[src/verilog/bbc_pkg.sv]
package bbc_pkg;

	// Bus widths
	localparam int CPU_AW  = 16;
	localparam int DW      = 8;
	localparam int DISP_AW = 15;
	localparam int MA_W    = 14;
	localparam int RA_W    = 5;

	// Memory regions
	localparam logic [CPU_AW-1:0] RAM_TOP  = 16'h7FFF;
	localparam logic [CPU_AW-1:0] ROM_BASE = 16'h8000;
	localparam logic [CPU_AW-1:0] MOS_BASE = 16'hC000;

	// I/O pages at the top of the MOS region
	localparam logic [7:0] FRED_PAGE   = 8'hFC;
	localparam logic [7:0] JIM_PAGE    = 8'hFD;
	localparam logic [7:0] SHEILA_PAGE = 8'hFE;

	// SHEILA device base offsets
	localparam logic [7:0] SH_CRTC     = 8'h00;
	localparam logic [7:0] SH_ACIA     = 8'h08;
	localparam logic [7:0] SH_ADC_M    = 8'h18;
	localparam logic [7:0] SH_ADC_B    = 8'hC0;
	localparam logic [7:0] SH_ROMSEL   = 8'h30;
	localparam logic [7:0] SH_ACCCON   = 8'h34;
	localparam logic [7:0] SH_SYS_VIA  = 8'h40;
	localparam logic [7:0] SH_USER_VIA = 8'h60;
	localparam logic [7:0] SH_FDC      = 8'h80;

	// ACIA is not fitted, status reads as TDRE only
	localparam logic [DW-1:0] ACIA_STATUS = 8'h02;

	// Master shadow window and VDU driver code page
	localparam logic [CPU_AW-1:0] SHADOW_LO = 16'h3000;
	localparam logic [CPU_AW-1:0] SHADOW_HI = 16'h7FFF;
	localparam logic [2:0]        VDU_PAGE  = 3'b110;

	// Hardware scroll wrap, entry 0 first (modes 3, 6, 0-2, 4-5)
	localparam logic [3:0][3:0] SCROLL_OFS = {4'd11, 4'd6, 4'd12, 4'd8};

	typedef struct packed {
		logic [CPU_AW-1:0] addr;
		logic [DW-1:0]     wdata;
		logic              r_nw;
		logic              sync;
		logic              clken;
		logic              phi0;
	} cpu_bus_t;

	typedef struct packed {
		logic [MA_W-1:0] ma;
		logic [RA_W-1:0] ra;
	} crtc_t;

	typedef struct packed {
		logic [DW-1:0] crtc;
		logic [DW-1:0] sys_via;
		logic [DW-1:0] user_via;
		logic [DW-1:0] adc;
		logic [DW-1:0] fdc;
		logic          sys_via_irq;
		logic          user_via_irq;
	} periph_rd_t;

	typedef struct packed {
		logic ram;
		logic rom;
		logic mos;
		logic crtc;
		logic acia;
		logic sys_via;
		logic user_via;
		logic adc;
		logic romsel;
		logic acccon;
		logic fdc;
	} sel_t;

	typedef struct packed {
		logic irr;
		logic tst;
		logic ifj;
		logic itu;
		logic y;
		logic x;
		logic e;
		logic d;
	} acccon_t;

	typedef struct packed {
		logic [CPU_AW-1:0] adr;
		logic              we;
		logic [DW-1:0]     dout;
	} mem_req_t;

	typedef struct packed {
		logic [3:0] aa;
		logic [7:0] ma_lo;
		logic [2:0] ra;
	} disp_hires_t;

	typedef struct packed {
		logic       aa3;
		logic [3:0] ones;
		logic [9:0] ma_lo;
	} disp_ttx_t;

	// Same screen address, bitmap or teletext layout
	typedef union packed {
		disp_hires_t hires;
		disp_ttx_t   ttx;
	} disp_addr_u;

endpackage

[src/verilog/address_decode.sv]
`timescale 1ns/10ps

module address_decode (
	input  logic [bbc_pkg::CPU_AW-1:0] cpu_addr_i,
	input  logic                       model_i,
	output bbc_pkg::sel_t              sel_o
);

	import bbc_pkg::*;

	logic [7:0] page;
	logic [7:0] ofs;
	logic       io_fred;
	logic       io_jim;
	logic       io_sheila;

	assign page = cpu_addr_i[CPU_AW-1 -: 8];
	assign ofs  = cpu_addr_i[7:0];

	assign io_fred   = (page == FRED_PAGE);
	assign io_jim    = (page == JIM_PAGE);
	assign io_sheila = (page == SHEILA_PAGE);

	always_comb begin
		sel_o = '0;

		// Main regions
		sel_o.ram = (cpu_addr_i <= RAM_TOP);
		sel_o.rom = (cpu_addr_i >= ROM_BASE) && (cpu_addr_i < MOS_BASE);
		// MOS has a hole at FC00-FEFF for the I/O pages
		sel_o.mos = (cpu_addr_i >= MOS_BASE) && !io_fred && !io_jim && !io_sheila;

		if (io_sheila) begin
			sel_o.crtc     = (ofs[7:3] == SH_CRTC[7:3]);
			sel_o.acia     = (ofs[7:3] == SH_ACIA[7:3]);
			sel_o.romsel   = (ofs[7:2] == SH_ROMSEL[7:2]);
			sel_o.sys_via  = (ofs[7:5] == SH_SYS_VIA[7:5]);
			sel_o.user_via = (ofs[7:5] == SH_USER_VIA[7:5]);
			sel_o.fdc      = (ofs[7:5] == SH_FDC[7:5]);

			// ADC moved down to FE18 on the Master
			if (model_i) begin
				sel_o.adc    = (ofs[7:3] == SH_ADC_M[7:3]);
				sel_o.acccon = (ofs[7:2] == SH_ACCCON[7:2]);
			end else begin
				sel_o.adc    = (ofs[7:5] == SH_ADC_B[7:5]);
			end
		end
	end

endmodule

[src/verilog/bbc_memctl.sv]
`timescale 1ns/10ps

module bbc_memctl (
	input  logic                   CLK48M_I,
	input  logic                   reset_n,
	input  logic                   model_i,
	input  bbc_pkg::cpu_bus_t      cpu_bus_i,
	input  bbc_pkg::crtc_t         crtc_i,
	input  bbc_pkg::periph_rd_t    periph_i,
	input  logic [7:0]             sys_pb_i,
	input  logic [bbc_pkg::DW-1:0] mem_di_i,
	output bbc_pkg::mem_req_t      mem_o,
	output logic [bbc_pkg::DW-1:0] cpu_di_o,
	output logic [bbc_pkg::DW-1:0] romsel_o,
	output logic                   shadow_ram_o,
	output logic                   shadow_vid_o,
	output logic                   acc_y_o,
	output logic                   irq_n_o
);

	import bbc_pkg::*;

	sel_t          sel;
	acccon_t       acccon;
	logic [DW-1:0] romsel;
	logic          vdu_op;
	logic [1:0]    disp_addr_offs;
	disp_addr_u    disp_addr;

	address_decode address_decode_i (
		.cpu_addr_i (cpu_bus_i.addr),
		.model_i    (model_i),
		.sel_o      (sel)
	);

	system_latches system_latches_i (
		.CLK48M_I         (CLK48M_I),
		.reset_n          (reset_n),
		.cpu_bus_i        (cpu_bus_i),
		.sel_i            (sel),
		.model_i          (model_i),
		.sys_pb_i         (sys_pb_i),
		.romsel_o         (romsel),
		.acccon_o         (acccon),
		.vdu_op_o         (vdu_op),
		.disp_addr_offs_o (disp_addr_offs)
	);

	display_address display_address_i (
		.crtc_i           (crtc_i),
		.disp_addr_offs_i (disp_addr_offs),
		.disp_addr_o      (disp_addr)
	);

	cpu_bus_mux cpu_bus_mux_i (
		.reset_n      (reset_n),
		.cpu_bus_i    (cpu_bus_i),
		.sel_i        (sel),
		.model_i      (model_i),
		.periph_i     (periph_i),
		.mem_di_i     (mem_di_i),
		.romsel_i     (romsel),
		.acccon_i     (acccon),
		.vdu_op_i     (vdu_op),
		.disp_addr_i  (disp_addr),
		.mem_o        (mem_o),
		.cpu_di_o     (cpu_di_o),
		.shadow_ram_o (shadow_ram_o),
		.irq_n_o      (irq_n_o)
	);

	assign romsel_o     = romsel;
	// Display from shadow RAM
	assign shadow_vid_o = acccon.d;
	assign acc_y_o      = acccon.y;

endmodule

[src/verilog/cpu_bus_mux.sv]
`timescale 1ns/10ps

module cpu_bus_mux (
	input  logic                   reset_n,
	input  bbc_pkg::cpu_bus_t      cpu_bus_i,
	input  bbc_pkg::sel_t          sel_i,
	input  logic                   model_i,
	input  bbc_pkg::periph_rd_t    periph_i,
	input  logic [bbc_pkg::DW-1:0] mem_di_i,
	input  logic [bbc_pkg::DW-1:0] romsel_i,
	input  bbc_pkg::acccon_t       acccon_i,
	input  logic                   vdu_op_i,
	input  bbc_pkg::disp_addr_u    disp_addr_i,
	output bbc_pkg::mem_req_t      mem_o,
	output logic [bbc_pkg::DW-1:0] cpu_di_o,
	output logic                   shadow_ram_o,
	output logic                   irq_n_o
);

	import bbc_pkg::*;

	logic in_window;

	// CPU read data, memory first then SHEILA devices
	always_comb begin
		if (sel_i.ram || sel_i.rom || sel_i.mos) begin
			cpu_di_o = mem_di_i;
		end else if (sel_i.crtc) begin
			cpu_di_o = periph_i.crtc;
		end else if (sel_i.acia) begin
			cpu_di_o = ACIA_STATUS;
		end else if (sel_i.sys_via) begin
			cpu_di_o = periph_i.sys_via;
		end else if (sel_i.user_via) begin
			cpu_di_o = periph_i.user_via;
		end else if (sel_i.adc) begin
			cpu_di_o = periph_i.adc;
		end else if (sel_i.acccon) begin
			cpu_di_o = acccon_i;
		end else if (sel_i.romsel && model_i) begin
			cpu_di_o = romsel_i;
		end else if (sel_i.fdc) begin
			cpu_di_o = periph_i.fdc;
		end else begin
			// Unmapped locations pull low
			cpu_di_o = '0;
		end
	end

	// Shadow RAM at 3000-7FFF, always with X or from VDU code with E
	assign in_window    = (cpu_bus_i.addr >= SHADOW_LO) && (cpu_bus_i.addr <= SHADOW_HI);
	assign shadow_ram_o = in_window &&
		(acccon_i.x || (acccon_i.e && vdu_op_i && !cpu_bus_i.sync));

	assign irq_n_o = ~(periph_i.sys_via_irq | periph_i.user_via_irq | acccon_i.irr);

	// CPU owns RAM in phi0 high, video fetches in the other half
	always_comb begin
		if (cpu_bus_i.phi0) begin
			mem_o.adr = cpu_bus_i.addr;
		end else begin
			mem_o.adr = {{(CPU_AW-DISP_AW){1'b0}}, disp_addr_i};
		end
		mem_o.we   = reset_n && cpu_bus_i.phi0 && !cpu_bus_i.r_nw;
		mem_o.dout = cpu_bus_i.wdata;
	end

endmodule

[src/verilog/display_address.sv]
`timescale 1ns/10ps

module display_address (
	input  bbc_pkg::crtc_t      crtc_i,
	input  logic [1:0]          disp_addr_offs_i,
	output bbc_pkg::disp_addr_u disp_addr_o
);

	import bbc_pkg::*;

	logic [3:0] ma_hi;
	logic [3:0] aa;

	assign ma_hi = crtc_i.ma[11:8];

	// Wrap the screen back into RAM when MA12 is set
	always_comb begin
		if (crtc_i.ma[12]) begin
			aa = ma_hi + SCROLL_OFS[disp_addr_offs_i];
		end else begin
			aa = ma_hi;
		end
	end

	always_comb begin
		disp_addr_o = '0;
		if (crtc_i.ma[13]) begin
			// Mode 7 teletext screen at 3C00 or 7C00
			disp_addr_o.ttx.aa3   = aa[3];
			disp_addr_o.ttx.ones  = 4'b1111;
			disp_addr_o.ttx.ma_lo = crtc_i.ma[9:0];
		end else begin
			// Bitmap modes, eight scan lines per character cell
			disp_addr_o.hires.aa    = aa;
			disp_addr_o.hires.ma_lo = crtc_i.ma[7:0];
			disp_addr_o.hires.ra    = crtc_i.ra[2:0];
		end
	end

endmodule

[src/verilog/system_latches.sv]
`timescale 1ns/10ps

module system_latches (
	input  logic                   CLK48M_I,
	input  logic                   reset_n,
	input  bbc_pkg::cpu_bus_t      cpu_bus_i,
	input  bbc_pkg::sel_t          sel_i,
	input  logic                   model_i,
	input  logic [7:0]             sys_pb_i,
	output logic [bbc_pkg::DW-1:0] romsel_o,
	output bbc_pkg::acccon_t       acccon_o,
	output logic                   vdu_op_o,
	output logic [1:0]             disp_addr_offs_o
);

	import bbc_pkg::*;

	logic [DW-1:0] romsel;
	acccon_t       acccon;
	logic          vdu_op;
	logic [7:0]    ic32;
	logic          cpu_wr;

	// CPU write cycle, qualified by the bus clock enable
	assign cpu_wr = cpu_bus_i.clken && !cpu_bus_i.r_nw;

	// ROM select latch
	always_ff @(posedge CLK48M_I) begin
		if (!reset_n) begin
			romsel <= '0;
		end else if (cpu_wr && sel_i.romsel) begin
			romsel <= cpu_bus_i.wdata;
			// Model B only decodes the low bits
			if (!model_i) begin
				romsel[7] <= 1'b0;
			end
		end
	end

	// Access control register, Master only
	always_ff @(posedge CLK48M_I) begin
		if (!reset_n) begin
			acccon <= '0;
		end else if (cpu_wr && sel_i.acccon && model_i) begin
			acccon <= acccon_t'(cpu_bus_i.wdata);
		end
	end

	// Remember whether the last opcode came from the VDU driver area
	always_ff @(posedge CLK48M_I) begin
		if (!reset_n) begin
			vdu_op <= 1'b0;
		end else if (cpu_bus_i.clken && cpu_bus_i.sync) begin
			vdu_op <= (cpu_bus_i.addr[15:13] == VDU_PAGE);
		end
	end

	// IC32 addressable latch, PB2..0 pick the bit and PB3 is the data
	always_ff @(posedge CLK48M_I) begin
		if (!reset_n) begin
			ic32 <= '0;
		end else begin
			ic32[sys_pb_i[2:0]] <= sys_pb_i[3];
		end
	end

	assign romsel_o         = romsel;
	assign acccon_o         = acccon;
	assign vdu_op_o         = vdu_op;
	// Screen size bits for the scroll wrap
	assign disp_addr_offs_o = ic32[5:4];

endmodule
[config.mk]
export PLATFORM = sky130hd
export DESIGN_NAME = bbc_memctl
export DESIGN_NICKNAME = d
export VERILOG_FILES = /design/src/verilog/bbc_pkg.sv /design/src/verilog/address_decode.sv /design/src/verilog/bbc_memctl.sv /design/src/verilog/cpu_bus_mux.sv /design/src/verilog/display_address.sv /design/src/verilog/system_latches.sv
export SDC_FILE = /design/constraint.sdc
export NUM_CORES = 1
export LEC_CHECK = 0
export BUFFER_PORTS_ARGS = -buffer_cell sky130_fd_sc_hd__buf_2
export CORE_MARGIN = 5
export CORE_UTILIZATION = 44
export CTS_BUF_LIST = sky130_fd_sc_hd__clkbuf_2 sky130_fd_sc_hd__clkbuf_4 sky130_fd_sc_hd__clkbuf_8
export CTS_CLUSTER_DIAMETER = 40
export DETAILED_ROUTE_END_ITERATION = 16
export PLACE_DENSITY = 0.84
export SETUP_SLACK_MARGIN = 0.1
export SLEW_MARGIN = 20
export SYNTH_ARGS = -nofsm -noshare
export SYNTH_HDL_FRONTEND = slang
export SYNTH_HIERARCHICAL = 1
export SYNTH_SLANG_ARGS = --single-unit
[constraint.sdc]
create_clock -name CLK48M_I -period 5.5 [get_ports CLK48M_I]
set_input_delay 1.1 -clock CLK48M_I [delete_from_list [all_inputs] [get_ports CLK48M_I]]
set_output_delay 1.1 -clock CLK48M_I [all_outputs]
set_load 0.03 [all_outputs]
---- Word level (Yosys, flattened, before mapping) ----
Cells that the tools add are included.
word-level totals
  bits in read-only memories .............. 0
  memories ................................ 0
  flip-flop bits (word level) ............. 25
  memory bits (writable) .................. 0
  bits in latches ......................... 0
  logic and storage cells ................. 82
  input bits .............................. 108
cells by class
  div/mod/pow operators ................... 0
  reduce and logical (&&, ||, !) cells .... 26
  add/sub/neg operators ................... 1
  shift operators ......................... 0
  magnitude comparators ................... 8
  eq/ne operators ......................... 12
  multipliers ............................. 0
  bitwise gates (word level) .............. 3
  mux-type cells .......................... 21
operators with widths
  operator                                                                 count
  8-bit 2-to-1 mux                                                         10
  16-bit >= comparator, second input constant                              2
  8-bit == test, second input constant                                     3
  1-bit logical AND                                                        17
  16-bit by 14-bit >= comparator with 1-bit output, second input constant  1
  16-bit by 15-bit <= comparator with 1-bit output, second input constant  1
  16-bit < comparator, second input constant                               1
  16-bit 2-to-1 mux                                                        1
  14-bit 2-to-1 mux                                                        1
  6-bit by 4-bit == test with 1-bit output, second input constant          2
  3-bit == test, second input constant                                     3
  4-bit binary-select mux with 2-bit select                                1
  8-bit bitwise mux                                                        1
  4-bit 2-to-1 mux                                                         2
  3-bit by 2-bit == test with 1-bit output, second input constant          2
  5-bit by 1-bit == test with 1-bit output, second input constant          1
  5-bit by 2-bit == test with 1-bit output, second input constant          1
  1-bit zero test                                                          5
  5-bit zero test                                                          1
  4-bit adder                                                              1
  3-bit by 4-bit < comparator with 1-bit output, second input constant     1
  1-bit 2-to-1 mux                                                         4
  1-bit demux with 3-bit select                                            1
  3-bit by 1-bit >= comparator with 1-bit output, second input constant    1
  other kinds (4)                                                          7

---- Depth between registers and ports, before layout ----
  depth after elaboration ................. 12
  depth in mapped cells ................... 9
  depth with buffers taken out ............ 8

---- Cells and area by module ----
Netlist, hierarchy kept.
by module, submodules not included
  module           times used  area an instance (um^2)  cells an instance
  cpu_bus_mux      1           960.9                    157
  system_latches   1           763.2                    78
  display_address  1           377.9                    47
  address_decode   1           178.9                    24

---- Worst setup path after synthesis ----
Ideal clock, no wire load.
  path type ............................... input -> output
  start ................................... input port cpu_bus_i[24] in the netlist's numbering
  end ..................................... output port cpu_di_o[3] in the netlist's numbering
  required time ........................... 4.400 ns
  data arrival time ....................... 3.108 ns
  setup slack ............................. 1.292 ns
  stages on the path ...................... 6
  path buffers ............................ 0
  cell sequence ........................... nand4_2 -> or3_1 -> a21oi_1 -> nor3b_1 -> o311a_1 -> o311ai_1
RTL lines
  what                RTL line          source
  start: declaration  bbc_memctl.sv:7   input bbc_pkg::cpu_bus_t cpu_bus_i,
  end: declaration    bbc_memctl.sv:13  output logic [bbc_pkg::DW-1:0] cpu_di_o,

==> results.cfg <==
[run_status]
status = finished, final reports clean

[synth]
ys_ff_latch = 19
syn-instance-count = 306
synth_area_leader_cell = sky130_fd_sc_hd__dfxtp_1
postSynthNetCount = 420
synth_cell_type_count = 49
synthDominantCellAreaShare_pct = 16.7
postSynthAreaPerCell_sq_um = 7.45
synth_sequential_area_ratio_pct = 16.7
netlist_top_cells_area = sky130_fd_sc_hd__dfxtp_1, sky130_fd_sc_hd__nand2_1, sky130_fd_sc_hd__mux2_2, sky130_fd_sc_hd__mux2i_1, sky130_fd_sc_hd__nand3_1
count_of_warnings_emitted_by_yosys = 6
mappedNetlistArea_sq_um = 2280

[cells_and_area]
layout.cells.non_filler = 500
layout.core_utilization_pct = 58.8
fill_cells = 516
growth_of_design_area_from_synthesis_to_finish_pct = 30.9
ratio_of_cells_with_drive_above_1_in_the_final_layout_pct = 43.3
finish.instance_area_sq_um = 2990
design.final.nets = 545
insertedDiodeCount = 0

[floorplanning]
fp.dieArea_sq_um = 6720
die_width_um = 82
core.rowCount = 26
start_util_pct = 44.9
core_area_sq_um = 5070
ioPinCount = 153
chipHeight_um = 82

[worst_setup_path]
crit-reg2reg-launch = system_latches_i/acccon_o[2]
r2r.worst_path.cells = 2
depth_of_the_critical_timing_path_with_buffers_and_inverters_included = 8
crit-reg2reg-capture = system_latches_i/acccon_o[2]
end_kind = output pin
kind_of_cell_adding_the_most_delay_to_the_critical_path = simple AND/OR/NAND/NOR gates
cp_data_arrival_time_ns = 3.33
worst-setup-path-type = in2out
timing.critical_path.fanout_max = 8
crit_path_start = cpu_bus_i[18]
worst_ep_required_time_ns = 4.40
critPathMostFrequentCell = sky130_fd_sc_hd__buf_2
rrSetupSlack_ns = 4.81
critical-path-max-stage-delay_ns = 0.61
crit_path_top_delay_cell = sky130_fd_sc_hd__nor3b_1
worstSetupEndpoint = cpu_di_o[4]
critPathLaunchType = input port
path_buf_inv = 2
cp_cell_sequence = buf_2, or3b_1, nor4_2, and4_1, nor3b_1, a211oi_1, a31o_1, buf_2

[global_routing]
globalRouteTotalUtil_pct = 20.8
grt_pass1_vias = 2534
globalRoute.totalOverflow = 0
groute.layer.met3.usage_pct = 2.85
antenna_violations_before_repair = 0
met2_usage_grt_pct = 37.1
largest_net_degree_at_the_start_of_global_routing = 32
gr-usage-met1_pct = 26.1
grt_first_pass_wirelength_um = 11300
top_usage_layer = met2

[timing]
finalCriticalPeriod_ns = 4.43
fin_crit_sh_pct = 80.5
hold_viol_final = 0
worst_setup_skew_after_layout_ns = 0
rsz_0062_raised_after_global_routing = no
finalSetupTns_ns = 0
clock.fmax_ghz = 0.226
worst_slew_pin_slew_ns = 0.696
worst_slew_margin_rel_pct = 53.3
timing.final.max_slew_violations = 0
final-setup-viol-count = 0

[clocking]
cts_post_setup_buffers_inserted = 0
clkSinkCount = 19
clockRootBuffer = sky130_fd_sc_hd__clkbuf_8
cts_buffers = 3
clock_insertion_delay_worst_skew_ns = 0.25
cts-root-to-sink-buffers = 2
htreeDepth = 1
post_cts_hold_buffer_count = 0
ctsResizeCount = 0
tritoncts = built
clkTransAtPathRegs_ns = 0.07

[detailed_routing]
drt-vias-per-instance = 5.31
drt_pre_antenna_iters = 4
finalWirelength_um = 7210
dr.first_iter.drc_count = 150
route.antenna.remaining_nets = 0
route.detailed.wl_per_inst_um = 14.4
dr_total_vias = 2653
detail_route.drc_violations = 0

[place]
gp_congestion = 0.903
numPlacedInstances = 496
post-dp-hpwl_um = 6030
port-buffer-count = 146
dpl_cell_area_sq_um = 2940

[job]
max-cap-violations = 0

[power]
leakagePower_nw = 1.44
power.density_cell_area_nw_per_um2 = 135
vdd.ir_drop.worst_mv = 0.119
total_power_mw = 0.404

[worst_hold_path]
worstHoldPathType = reg2reg
## flip-flops by register name, summed over array words and instances, names as in the netlist
signal and count:
system_latches_i/acccon_o 8, system_latches_i/ic32 2, system_latches_i/romsel_o 8, system_latches_i/vdu_op_o 1
## how the worst min path moves through the flow
| stage | slack [ns] | start | to | depth (start not counted) |
|---|---|---|---|---|
| 3_3_place_gp | 0.45 | system_latches_i/vdu_op_o | system_latches_i/vdu_op_o | 2 |
| 5_1_grt | 0.49 | system_latches_i/vdu_op_o | system_latches_i/vdu_op_o | 2 |
| 2_1_floorplan | 0.44 | system_latches_i/acccon_o[4] | system_latches_i/acccon_o[4] | 2 |
| 6_report | 0.47 | system_latches_i/vdu_op_o | system_latches_i/vdu_op_o | 2 |
| 3_5_place_dp | 0.46 | system_latches_i/vdu_op_o | system_latches_i/vdu_op_o | 2 |
| 4_1_cts | 0.47 | system_latches_i/vdu_op_o | system_latches_i/vdu_op_o | 2 |
## cells in the final DEF (no fill, tap or decap), drive strengths merged, types with 4 or more instances in the layout
cell type  netlist  final
a31o             6      6
buf             22    148
nand2           76     76
mux2            25     25
ha               5      5
inv             10     10
dfxtp           19     19
clkbuf           6      4
o22ai            6      6
mux2i           20     20
o2111ai          6      6
a211oi           7      7
nor2             7      7
o21ai           12     12
nor3             5      5
nand3           14     14
nor3b            5      5
a21oi           13     13
## stage by stage
step / hold slack [ns] / setup slack (ns)
3_5_place_dp: 0.463 / 1.10
3_3_place_gp: 0.446 / 1.12
2_1_floorplan: 0.438 / 1.29
6_report: 0.473 / 1.07
4_1_cts: 0.473 / 1.10
5_1_grt: 0.492 / 0.745
## final cells by class
cell class / instances / area [sq um] / share of cell area, %
Multi-Input combinational cell: 249 / 1690 / 56.5
Timing Repair Buffer: 148 / 746 / 25.0
Sequential cell: 19 / 380 / 12.7
Tap cell: 70 / 87.6 / 2.93
Clock buffer: 4 / 48.8 / 1.63
Inverter: 10 / 37.5 / 1.26
## synthesized netlist by cell type (all sizes together)
master and instances:
a211o 2, a211oi 7, a21oi 13, a31o 6
a31oi 2, and2 3, and3 1, and3b 3
and4 1, and4bb 1, buf 22, clkbuf 6
dfxtp 19, fa 1, ha 5, inv 10
mux2 25, mux2i 20, nand2 76, nand2b 2
nand3 14, nand3b 3, nand4 1, nand4b 3
nor2 7, nor2b 3, nor3 5, nor3b 5
nor4 3, o2111ai 6, o211ai 1, o21ai 12
o221ai 1, o22ai 6, o311a 1, o311ai 1
or2 3, or3 2, or3b 2, or4b 1
xor2 1
## cells by family (layout without fill, tap and decap cells)
kind of cell | count (synthesis) | count (layout) | synth area share (%)
AO/OA/AOI/OAI | 58 | 58 | 16.9
XOR/XNOR | 1 | 1 | 0.384
adder cells (fa/ha/maj) | 6 | 6 | 3.62
buffers and inverters | 38 | 162 | 9.71
flip-flops | 19 | 19 | 16.7
multiplexers | 45 | 45 | 21.1
AND/OR/NAND/NOR | 139 | 139 | 31.6
## layer usage
layer  vias to the layer above  wire [um]
li1                       1346          -
met1                      1189       2940
met2                       104       3600
met3                        14        565
met4                         0        110
met5                         -          0
## power by group
| part | leakage (nW) | switching [mW] | internal, mW |
|---|---|---|---|
| Combinational | 1.26 | 0.0961 | 0.0696 |
| Sequential | 0.153 | 0.000604 | 0.138 |
| Clock | 0.0262 | 0.0431 | 0.0563 |
## tightest hold or removal path: stages (launching register included)
cell	delay [ns]
sky130_fd_sc_hd__dfxtp_1	0.31
sky130_fd_sc_hd__nand2_1	0.06
sky130_fd_sc_hd__mux2i_1	0.06
Power figures use the tool's default switching activity.
